`config.mk`:
```
export PLATFORM = sky130hd
export DESIGN_NAME = icache_ctrl
export DESIGN_NICKNAME = d
export VERILOG_FILES = /design/src/source/icache_pkg.sv /design/src/source/icache_ctrl.sv
export SDC_FILE = /design/constraint.sdc
export NUM_CORES = 1
export LEC_CHECK = 0
export BUFFER_PORTS_ARGS = -buffer_cell sky130_fd_sc_hd__buf_2
export CAP_MARGIN = 20
export CELL_PAD_IN_SITES_DETAIL_PLACEMENT = 0
export CELL_PAD_IN_SITES_GLOBAL_PLACEMENT = 1
export CORE_AREA = 2 2 270 272
export CTS_BUF_LIST = sky130_fd_sc_hd__clkbuf_8
export DETAILED_ROUTE_END_ITERATION = 8
export DIE_AREA = 0 0 272 274
export HOLD_SLACK_MARGIN = 0.06
export PLACE_DENSITY_LB_ADDON = 0.1
export SETUP_SLACK_MARGIN = 0.1
export SLEW_MARGIN = 15
export SYNTH_ARGS = -nofsm -noshare
export SYNTH_HDL_FRONTEND = slang
export SYNTH_SLANG_ARGS = --single-unit
```
`constraint.sdc`:
```
create_clock -name clk -period 4.9 [get_ports clk]
set_clock_uncertainty 0.1 [all_clocks]
set_input_delay 0.245 -clock clk [delete_from_list [all_inputs] [get_ports clk]]
set_output_delay 0.245 -clock clk [all_outputs]
set_load 0.05 [all_outputs]
```
`src/source/icache_pkg.sv`:
```
package icache_pkg;

    // fetch address and instruction sizes
    localparam int ADDR_W = 32;
    localparam int WORD_W = 32;

    // 4 KiB per way with 16-byte lines
    localparam int WORDS_PER_LINE = 4;
    localparam int LINE_W = WORDS_PER_LINE * WORD_W; // 128
    localparam int SETS = 256;
    localparam int WAYS = 2;

    // address split
    localparam int OFFSET_W = $clog2(LINE_W / 8); // byte offset bits in a line
    localparam int INDEX_W = $clog2(SETS); // 8
    localparam int TAG_W = ADDR_W - INDEX_W - OFFSET_W; // 20

    typedef logic [WORD_W-1:0] word_t;

    // word 0 sits in the low bits as in the memory return
    typedef word_t [WORDS_PER_LINE-1:0] line_t;

    typedef struct packed {
        logic [TAG_W-1:0] tag;
        logic valid;
    } tag_entry_t;

    // tag, index, offset in address order
    typedef struct packed {
        logic [TAG_W-1:0] tag;
        logic [INDEX_W-1:0] index;
        logic [OFFSET_W-1:0] offset;
    } fetch_req_t;

    typedef struct packed {
        word_t insn;
        logic hit; // answered without a refill
    } fetch_resp_t;

    // line address with the offset dropped
    typedef struct packed {
        logic [TAG_W-1:0] tag;
        logic [INDEX_W-1:0] index;
    } mem_req_t;

    // controller states
    typedef enum logic [2:0] {
        S_IDLE,
        S_LOOKUP,
        S_MISS_REQ,
        S_REFILL,
        S_RESPOND
    } ctrl_state_t;

endpackage

```
`src/source/icache_ctrl.sv`:
```
module icache_ctrl (
    input logic clk,
    input logic reset,

    // fetch side
    input logic req_valid,
    output logic req_ready,
    input icache_pkg::fetch_req_t req,
    output logic resp_valid,
    input logic resp_ready,
    output icache_pkg::fetch_resp_t resp,

    // memory side
    output logic mem_req_valid,
    input logic mem_req_ready,
    output icache_pkg::mem_req_t mem_req,
    input logic mem_ret_valid,
    input icache_pkg::line_t mem_ret_data,

    // storage
    output logic [icache_pkg::INDEX_W-1:0] ram_index,
    output logic [icache_pkg::WAYS-1:0] tag_we,
    output icache_pkg::tag_entry_t tag_wdata,
    input icache_pkg::tag_entry_t [icache_pkg::WAYS-1:0] tag_rdata,
    output logic [icache_pkg::WAYS-1:0] data_we,
    output icache_pkg::line_t data_wdata,
    input icache_pkg::line_t [icache_pkg::WAYS-1:0] data_rdata,

    // replacement
    output logic lru_touch,
    output logic lru_fill,
    output logic lru_way,
    input logic victim_way
);

    import icache_pkg::*;

    ctrl_state_t state_q;
    ctrl_state_t state_n;

    fetch_req_t buf_q; // the single outstanding request
    fetch_resp_t resp_q;
    logic ready_q;

    // valid bits live here so the tag RAMs need no clearing sweep
    logic [SETS-1:0][WAYS-1:0] valid_q;

    tag_entry_t [WAYS-1:0] tag_view;
    logic [WAYS-1:0] hit;
    logic hit_any;
    logic hit_way;
    logic [OFFSET_W-3:0] word_sel;
    logic accept;
    logic refill_done;

    assign accept = req_valid && req_ready;
    assign refill_done = (state_q == S_REFILL) && mem_ret_valid;
    assign word_sel = buf_q.offset[OFFSET_W-1:2]; // drop byte bits

    // tag compare against the valid bits of the register array
    always_comb begin
        for (int w = 0; w < WAYS; w++) begin
            tag_view[w].tag = tag_rdata[w].tag;
            tag_view[w].valid = valid_q[buf_q.index][w];
            hit[w] = tag_view[w].valid && (tag_view[w].tag == buf_q.tag);
        end
    end

    assign hit_any = |hit;
    assign hit_way = hit[1];

    // next state
    always_comb begin
        state_n = state_q;
        case (state_q)
            S_IDLE: if (accept) state_n = S_LOOKUP;
            S_LOOKUP: state_n = hit_any ? S_RESPOND : S_MISS_REQ;
            S_MISS_REQ: if (mem_req_ready) state_n = S_REFILL;
            S_REFILL: if (mem_ret_valid) state_n = S_RESPOND;
            S_RESPOND: if (resp_ready) state_n = S_IDLE;
            default: state_n = S_IDLE;
        endcase
    end

    always_ff @(posedge clk) begin
        if (reset) begin
            state_q <= S_IDLE;
            ready_q <= 1'b0;
            valid_q <= '0;
        end else begin
            state_q <= state_n;
            ready_q <= (state_n == S_IDLE); // low while a request is in flight
            if (refill_done) begin
                valid_q[buf_q.index][victim_way] <= 1'b1;
            end
        end
    end

    // payload registers
    always_ff @(posedge clk) begin
        if (accept) begin
            buf_q <= req;
        end
        if (state_q == S_LOOKUP && hit_any) begin
            resp_q.insn <= data_rdata[hit_way][word_sel];
            resp_q.hit <= 1'b1;
        end else if (refill_done) begin
            resp_q.insn <= mem_ret_data[word_sel]; // answer from the returned line
            resp_q.hit <= 1'b0;
        end
    end

    assign req_ready = ready_q;
    assign resp_valid = (state_q == S_RESPOND);
    assign resp = resp_q;

    assign mem_req_valid = (state_q == S_MISS_REQ);
    assign mem_req.tag = buf_q.tag;
    assign mem_req.index = buf_q.index;

    // incoming index while idle so lookup has data one cycle later
    assign ram_index = (state_q == S_IDLE) ? req.index : buf_q.index;

    // refill goes into the victim way
    always_comb begin
        tag_we = '0;
        data_we = '0;
        if (refill_done) begin
            tag_we[victim_way] = 1'b1;
            data_we[victim_way] = 1'b1;
        end
    end

    assign tag_wdata.tag = buf_q.tag;
    assign tag_wdata.valid = 1'b1;
    assign data_wdata = mem_ret_data;

    assign lru_touch = (state_q == S_LOOKUP) && hit_any;
    assign lru_fill = refill_done;
    assign lru_way = lru_fill ? victim_way : hit_way;

    // response held under back-pressure
    a_resp_stable: assert property (
        @(posedge clk) disable iff (reset)
        resp_valid && !resp_ready |=> resp_valid && $stable(resp)
    ) else $error("icache_ctrl: resp changed while stalled");

    // memory request held until taken
    a_mem_req_stable: assert property (
        @(posedge clk) disable iff (reset)
        mem_req_valid && !mem_req_ready |=> mem_req_valid && $stable(mem_req)
    ) else $error("icache_ctrl: mem_req changed while stalled");

    // a line never lives in both ways
    a_hit_onehot: assert property (
        @(posedge clk) disable iff (reset)
        (state_q == S_LOOKUP) |-> $onehot0(hit)
    ) else $error("icache_ctrl: more than one way hit");

endmodule

```
# Word-level counts from Yosys, hierarchy flattened
# Index checks and enable logic that the tools add are counted.
# word_totals
regBits	581
latchBits	0
mem_bits_rw	0
rom_bits	0
out_inout_bits	228
word_cells	310
mem_count	0
# classes
add_sub_neg	0
multipliers	0
n_div	0
n_lt_le_gt_ge	6
n_eq_ne	6
shift	0
mux	23
bitwise	1
reduce_logical	11
# ops
operator	count
$or A512 B512 Y512	1
$mux W128	2
$bmux W32 S2	2
$mux W33	2
$mux W32	2
$eq A20 B20 Y1	2
$bmux W2 S8	1
$demux W2 S8	1
$mux W3	5
$pmux W3 S5	1
$lt A8 B9 Y1 const B	1
$ge A8 B1 Y1 const B	1
$mux W8	1
$logic_and A1 B1 Y1	7
$eq A3 B2 Y1 const B	2
$logic_not A3 Y1	2
$mux W2	3
$lt A1 B2 Y1 const B	2
$eq A3 B1 Y1 const B	1
$eq A3 B3 Y1 const B	1
$lt A2 B3 Y1 const B	1
$mux W1	2
$reduce_bool A2 Y1	1
$reduce_or A2 Y1	1
other kinds (2)	2

# Logic depth before layout (Yosys ltp)
# Gate-level depths: netlist of run 1.
# logic_depth
word_depth	8
mapped_depth	16
depth_no_buf	9

# Least setup slack after synthesis of run 1
# OpenSTA, ideal clock, no wires.
# synth_timing
kind	register -> register
startpoint	register buf_q, in the netlist mem_req[0]
endpoint	register resp_q, in the netlist resp[10], enable pin
arrival_ps	3304
path_slack_ps	1019
path_stages_with_launch	14
synth_period_minus_slack_ps	3881
path_cell_list	edfxtp_1 > buf_6 > buf_8 > buf_12 > buf_6 > mux4_2 > mux4_2 > nor2b_1 > a211oi_2 > nand4_1 > a41o_2 > nand2_8 > buf_12 > nand2_1
# synth_via
elab_chain_len	6
elab_cells_between_ends	7
classes_between	mux: 2; reduce/logical: 5
# synth_rtl
element	line	text
start: declaration	icache_ctrl.sv:41	fetch_req_t buf_q;
start signal: assignment	icache_ctrl.sv:102	buf_q <= req;
$bmux W2 S8 *	icache_ctrl.sv:64	tag_view[w].valid = valid_q[buf_q.index][w];
$mux W2 (not written as such) *	icache_ctrl.sv:64	
$logic_and A1 B1 Y1	icache_ctrl.sv:65	hit[w] = tag_view[w].valid && (tag_view[w].tag == buf_q.tag);
$reduce_or A2 Y1 *	icache_ctrl.sv:69	assign hit_any = |hit;
$logic_and A1 B1 Y1 *	icache_ctrl.sv:104	if (state_q == S_LOOKUP && hit_any) begin
$reduce_bool A2 Y1 (no line) *	--	
end: declaration	icache_ctrl.sv:42	fetch_resp_t resp_q;
# Every way passes the cells marked *; elsewhere a longest branch is shown, timed or not. The select of a mux whose other input is x is not followed.
# A chain may end at the register's enable or synchronous reset.

# Worst setup path in the final report of run 1
# layout_timing
startpoint	register buf_q, in the netlist mem_req[0]
endpoint	output lru_touch
# layout_via
elab_chain_len	5
elab_cells_between_ends	6
classes_between	mux: 2; reduce/logical: 4
# layout_rtl
element	line	text
$bmux W2 S8 *	icache_ctrl.sv:64	
$mux W2 (not written as such) *	icache_ctrl.sv:64	
$logic_and A1 B1 Y1	icache_ctrl.sv:65	
$reduce_or A2 Y1 *	icache_ctrl.sv:69	
$logic_and A1 B1 Y1 *	icache_ctrl.sv:138	assign lru_touch = (state_q == S_LOOKUP) && hit_any;
end: declaration	icache_ctrl.sv:30	output logic lru_touch,
# Marks and branches as above.

==> impl_results.md, run 1 <==
* Switch Pwr at 3220 uW
* Detailed Route WL at 123,000 um
* Crit path launch: mem_req[0]
* CP Max Fanout at 29
* Skew-Pair Late Insertion Delay at 730 ps
* Largest net degree at the start of global routing at 159
* First-pass GRT wire length at 170,000 um
* Finish-stage setup viols at 0
* Synth warn at 0
* Fmax at 0.216 GHz
* Sequential-to-total area share from yosys stat at 44.6%
* Slew margin rel. at 28.2%
* Hold path cells at 5
* Syn Area/Cell at 9.34 um^2
* H-tree depth at 3
* FF-to-FF setup slack at 290 ps
* Pwr Density at 324 nW/um^2
* Startpoint Class: register
* Sequential share of power at 43.3%
* CTS max path bufs at 3
* Total track usage at 31.3%
* Worst hold path class: input port to register
* Post-DR wirelength/cell at 26.6 um
* R2R Path Start: mem_req[1]
* TritonCTS clock tree: yes
* Nets at 4,048
* Chip height at 274 um
* Drt pass-1 iters at 6
* EDFF count, synth at 62
* Ys flop type: dfxtp_1
* IO buf count at 687
* Core area at 72,000 um^2
* Least-Margin Pin Slew at 1070 ps
* Crit end category: output pin
* Num CTS Buffers at 100
* Last element of the critical path: lru_touch
* Setup TNS at 0 ps
* Crit Path Category: register to output pin
* Ys async rst share at 0%
* RSZ-0062 raised after global routing: no
* DRT antenna net count at 0
* Final instance area at 34,700 um^2
* Die footprint at 74,500 um^2
* Grt total ovfl at 0
* Placed cell area at 30,600 um^2
* Clk pwr share at 42.1%
* Syn Inst Count at 2,930
* Cell row count at 99
* GPL Wtd Cong at 1.00
* Post-synthesis register bit count at 579
* Initial DRC Count at 2,553
* Sw Ratio at 28.7%
* Remaining DRCs at 0
* Required @ worst endpoint at 4550 ps
* Tmin final at 4630 ps
* Worst reg-to-reg path cell count at 14
* Vias in the first global route at 24,300
* Initial antenna violation count at 26
* Post-synth cell types at 74
* Leakage power at 0.0141 uW
* Logic pwr share at 14.6%
* Status: finished, final reports clean
* Final worst-path cycle share at 94.4%
* Maximum vdd drop at 0.197 mV
* Clk sinks at 579
* Final hold viol count at 0
* CP arrival at 4280 ps
* Root buf cell: clkbuf_8
* Proportion of layout cells with a drive suffix above 1 at 32.3%
* Layout area overhead at 26.8%
* HPWL Detailed at 88,000 um
* IO Count at 693
* Initial core utilization at 38.0%
* Synthesized cell area at 27,400 um^2
* Via count at 25,500
* Vias per inst at 5.51
* Clk slew on worst S/H paths at 60 ps
* Number of max-slew violations in the final report at 0
* Syn_nets at 3,395
* Max cap viols at 0
* Die W at 272 um
* Reg-to-Reg End: resp[1]
* Internal Power at 8010 uW
==> metrics by stage <==
stage | util (%) | setup WS (ps) | cells | hold WS (ps) | power (uW)
after floorplan | - | 1020 | 2930 | 244 | 5920
after global placement | 42.5 | 542 | 4259 | 323 | 6450
after detailed placement | 42.5 | 487 | 4259 | 323 | 6460
after CTS | 47.9 | 127 | 4613 | 60.2 | 11300
after global routing | 48.2 | 141 | 4632 | 86.8 | 11600
final | 48.2 | 274 | 4636 | 85.2 | 11200
==> layout by cell type, fill, tap and decap left out, drive strengths merged, types with 4 or more instances in the layout <==
master	Yosys	layout
a21oi	545	545
edfxtp	62	62
nor2b	27	27
nand3	11	11
and3b	8	8
a211oi	29	29
inv	8	48
diode	0	10
nor4	18	18
nor2	638	638
o22ai	57	57
dfxtp	517	517
xor2	16	16
mux4	134	134
or2	5	5
nand2b	18	18
a22oi	24	24
mux2i	87	87
o21ai	15	15
buf	238	811
dlygate4sd3	0	164
xnor2	24	24
mux2	31	31
o31ai	30	30
nand4	9	9
and2	8	8
clkbuf	189	138
nand2	95	95
a31oi	4	4
nor3	38	38
clkinv	2	9
==> power groups by stage <==
stage               clock network [uW]  registers (uW)  logic (uW)
floorplan                            0            4940         981
global placement                     0            4970        1490
detailed placement                   0            4970        1490
CTS                               4820            4860        1620
global route                      5030            4860        1700
finish                            4730            4860        1640
==> final cells by class <==
cell class,instances,area [um^2]
well taps,959,1200
multi-input cells,1914,12700
diodes,10,25.0
inverters,10,37.5
fillers,6997,37300
clock buffers,135,1860
flip-flops and latches,579,12200
clock inverters,51,339
repair buffers,978,6290
==> metal layers <==
layer  GRT usage (%)  vias to the layer above  wire length (um)
met5               0                        -                87
met4            9.37                       14              3280
met3            7.86                      206             11000
met2            47.6                     1225             54300
met1            43.9                    12600             54500
li1                -                    11500                 -
==> synthesized netlist by cell type (all sizes together), types with 27 or more instances <==
master	n	area [um^2]
mux2	31	349
o31ai	30	290
a21oi	545	2730
nand2	95	375
mux2i	87	871
a211oi	29	235
nor2b	27	171
buf	238	1840
o22ai	57	357
clkbuf	189	709
dfxtp	517	10300
nor3	38	255
edfxtp	62	1860
mux4	134	3020
nor2	638	2400
==> worst min-delay path by stage <==
stage | start | to | slack, ps
2_1_floorplan | req[2] | buf_q[2] | 240
3_3_place_gp | req[17] | mem_req[13] | 320
3_5_place_dp | req[13] | mem_req[9] | 320
4_1_cts | data_rdata[26] | resp[27] | 60
5_1_grt | mem_ret_data[112] | resp[17] | 90
6_report | data_rdata[14] | resp[15] | 90
==> cell families after synthesis <==
kind of cell	Yosys count	synth area share, %
other	1	0.0137
DFF	579	44.6
buffers and inverters	437	9.45
muxes	252	15.5
AOI/OAI and AO/OA	735	15.3
xor gates and xnor gates	40	1.28
and+or+nand+nor	886	13.8
==> state kept, by name, summed over array words and instances (netlist names) <==
name       cells
valid_q      512
state_q        3
buf_q          2
req_ready      1
resp          33
mem_req       28
==> critical path, stage by stage, from the launching register on <==
cell and delay [ps]:
edfxtp_1 420, buf_4 190, buf_6 410, mux4_2 560, mux4_2 460, and4_1 220
o21ai_1 230, nand4_1 310, a41o_2 370, nand2_8 140, inv_1 50, buf_2 210
==> timing repair <==
action | 4_1_cts | 5_1_grt
cloned | 0 | 2
setup buffers | 4 | 5
endpoints found under the setup margin | 1 | 13
hold buffers | 164 | 0
gates resized for setup | 0 | 7
pin swaps | 0 | 2
hold endpoints to repair | 202 | 0
Note: power is estimated with default switching activity, not from simulation.
==> run 2, diff against run 1 <==
Settings changed: CORE_AREA 2 2 270 272 to 2 2 273 275, DIE_AREA 0 0 272 274 to 0 0 275 277.
Clock period 4.9 ns to 5.45 ns, I/O delays scaled along.
==> run 2 against run 1 <==
Net effect: flip-flop and latch count stayed put; combinational power down 10%; final area shrank 2.2%; sequential share of layout area grew 0.79 points; sequential power fell by 9.9%; first-iteration DRC count up 9.2%; critical path type is now register to register; highest routed layer unchanged.
==> impl_results.md, run 2 (synthesis results as in run 1) <==
* CP arrival at 5490 ps (+1210 ps)
* Least-Margin Pin Slew at 1200 ps (+123 ps)
* Post-DR wirelength/cell at 29.9 um (+12%)
* Crit Path Category: register to register
* Pwr Density at 287 nW/um^2 (-11%)
* Largest Register: valid_q
* Die W at 275 um (+1.1%)
* Reg-to-Reg End: resp[26]
* Initial antenna violation count at 52 (+100%)
* FF-to-FF setup slack at 310 ps (+20 ps)
* Clk sinks at 579 (unchanged)
* Max cap viols at 0 (unchanged)
* Inst Count DP at 4,251 (-0.19%)
* Number of max-slew violations in the final report at 0 (unchanged)
* First-pass GRT wire length at 189,000 um (+11%)
* CP Max Fanout at 53 (+83%)
* IO Count at 693 (unchanged)
* R2R Path Start: mem_req[3]
* Detailed Route WL at 137,000 um (+11%)
* IO buf count at 687 (unchanged)
* Largest register FFs at 512 (unchanged)
* Crit end category: register
* Tmin final at 5140 ps
* Finished Core Util at 46.1% (-2.1 points)
* Initial core utilization at 37.2% (-0.83 points)
* Root buf cell: clkbuf_8
* Setup TNS at 0 ps (unchanged)
* Slew margin rel. at 20.2% (-8.0 points)
* Min Hold Slack at 97.4 ps (+12.2 ps)
* Finish-stage setup viols at 0 (unchanged)
* CTS max path bufs at 3 (unchanged)
* Fmax at 0.194 GHz
* Worst hold start: data_rdata[118]
* Drt pass-1 iters at 5 (-1)
* Startpoint Class: register
* Initial DRC Count at 2,789 (+9.2%)
* Leakage power at 0.0138 uW (-2.6%)
* Clk slew on worst S/H paths at 70 ps (about the same)
* Chip height at 277 um (+1.1%)
* DRT antenna net count at 0 (unchanged)
* Via count at 25,800 (+1.2%)
* Maximum vdd drop at 0.213 mV (+8.5%)
* TritonCTS clock tree: yes
* Most frequent cells in the layout: buf_2, nor2_1, a21oi_1
* Most common cell after layout, fill and taps aside: buf_2
* Last element of the critical path: resp[26]
* Total track usage at 35.0% (+3.6 points)
* Grt total ovfl at 0 (unchanged)
* PnR worst setup slack at 307 ps (+33.2 ps)
* Die footprint at 76,200 um^2 (+2.2%)
* Final hold viol count at 0 (unchanged)
* Layout area overhead at 24.0%
* # fillers at 7,220 (+3.2%)
* Skew-Pair Late Insertion Delay at 720 ps (about the same)
* Remaining DRCs at 0 (unchanged)
* Largest net degree at the start of global routing at 152 (-4.4%)
* Num CTS Buffers at 94 (-6.0%)
* Nets at 3,989 (-1.5%)
* Cell row count at 100 (+1.0%)
* Required @ worst endpoint at 5800 ps (+1250 ps)
* Hold path cells at 4 (-1)
* Worst reg-to-reg path cell count at 14 (unchanged)
* Vias in the first global route at 24,800 (+2.2%)
* Crit path launch: mem_req[3]
* HPWL Detailed at 103,000 um (+17%)
* GPL Wtd Cong at 1.05 (+5.0%)
* Worst hold path class: input port to register
* Final worst-path cycle share at 94.4%
* Status: finished, final reports clean
* RSZ-0062 raised after global routing: no
* Proportion of layout cells with a drive suffix above 1 at 32.2% (-0.12 points)
* Core area at 73,600 um^2 (+2.2%)
* Layout Cells excl Fill at 4,594 (-0.91%)
* Vias per inst at 5.63 (+2.2%)
* Dpl ws at 979 ps (+492 ps)
* H-tree depth at 3 (unchanged)
## run 2: area by class of cell
| class | count | area [um^2] | share of cell area (%) |
|---|---|---|---|
| clock buffer | 116 | 1600 | 4.71 |
| sequential | 579 | 12200 | 36.0 |
| clock inverter | 56 | 342 | 1.01 |
| timing repair buffer | 925 | 5760 | 17.0 |
| multi-input combinational | 1914 | 12700 | 37.4 |
| tap | 969 | 1210 | 3.57 |
| inverter | 10 | 41.3 | 0.122 |
| antenna | 25 | 62.6 | 0.184 |
## run 2: worst max-delay path, stage by stage (launching register included)
cell and delay (ps):
edfxtp_1 680, buf_12 410, mux4_2 270, mux2i_1 70, mux2_2 270, o2111ai_1 440
a221oi_2 180, a211oi_4 280, buf_12 270, buf_4 360, nor2b_1 80, a211oi_1 170
dlygate4sd3_1 600, o31ai_2 60, dlygate4sd3_1 570
## run 2: power breakdown
part | internal, uW | switching (uW) | leakage, uW | total (uW)
Combinational | 475 | 995 | 0.00799 | 1470
Clock | 2030 | 1850 | 0.00112 | 3880
Sequential | 4330 | 49.5 | 0.00467 | 4380
Total | 6830 | 2900 | 0.0138 | 9730
## run 2: how the worst min path moves through the flow
| stage | to | slack [ps] |
|---|---|---|
| finish | resp[23] | 100 |
| global route | resp[29] | 120 |
| CTS | resp[6] | 60 |
| detailed placement | resp[0] | 340 |
| global placement | resp[0] | 330 |
| floorplan | buf_q[2] | 270 |
## run 2: per-stage QoR
stage          area, um^2  total power (uW)
3_5_place_dp        30500              5840
3_3_place_gp        30500              5830
5_1_grt             33900             10000
2_1_floorplan       27400              5330
6_report            33900              9730
4_1_cts             33700              9760
## run 2: what timing repair did
action,4_1_cts,5_1_grt
gates resized for setup,0,2
hold buffers,127,0
buffers inserted,0,8
endpoints found under the setup margin,0,11
endpoints found under the hold margin,190,0
## run 2: per-layer routing
layer  vias up  track usage, %  wire length (um)
met5         -               0                71
met4        10            16.3              6910
met3       224            6.13             10700
met2      1232            53.2             61100
met1     13000            48.2             58600
li1      11400               -                 -
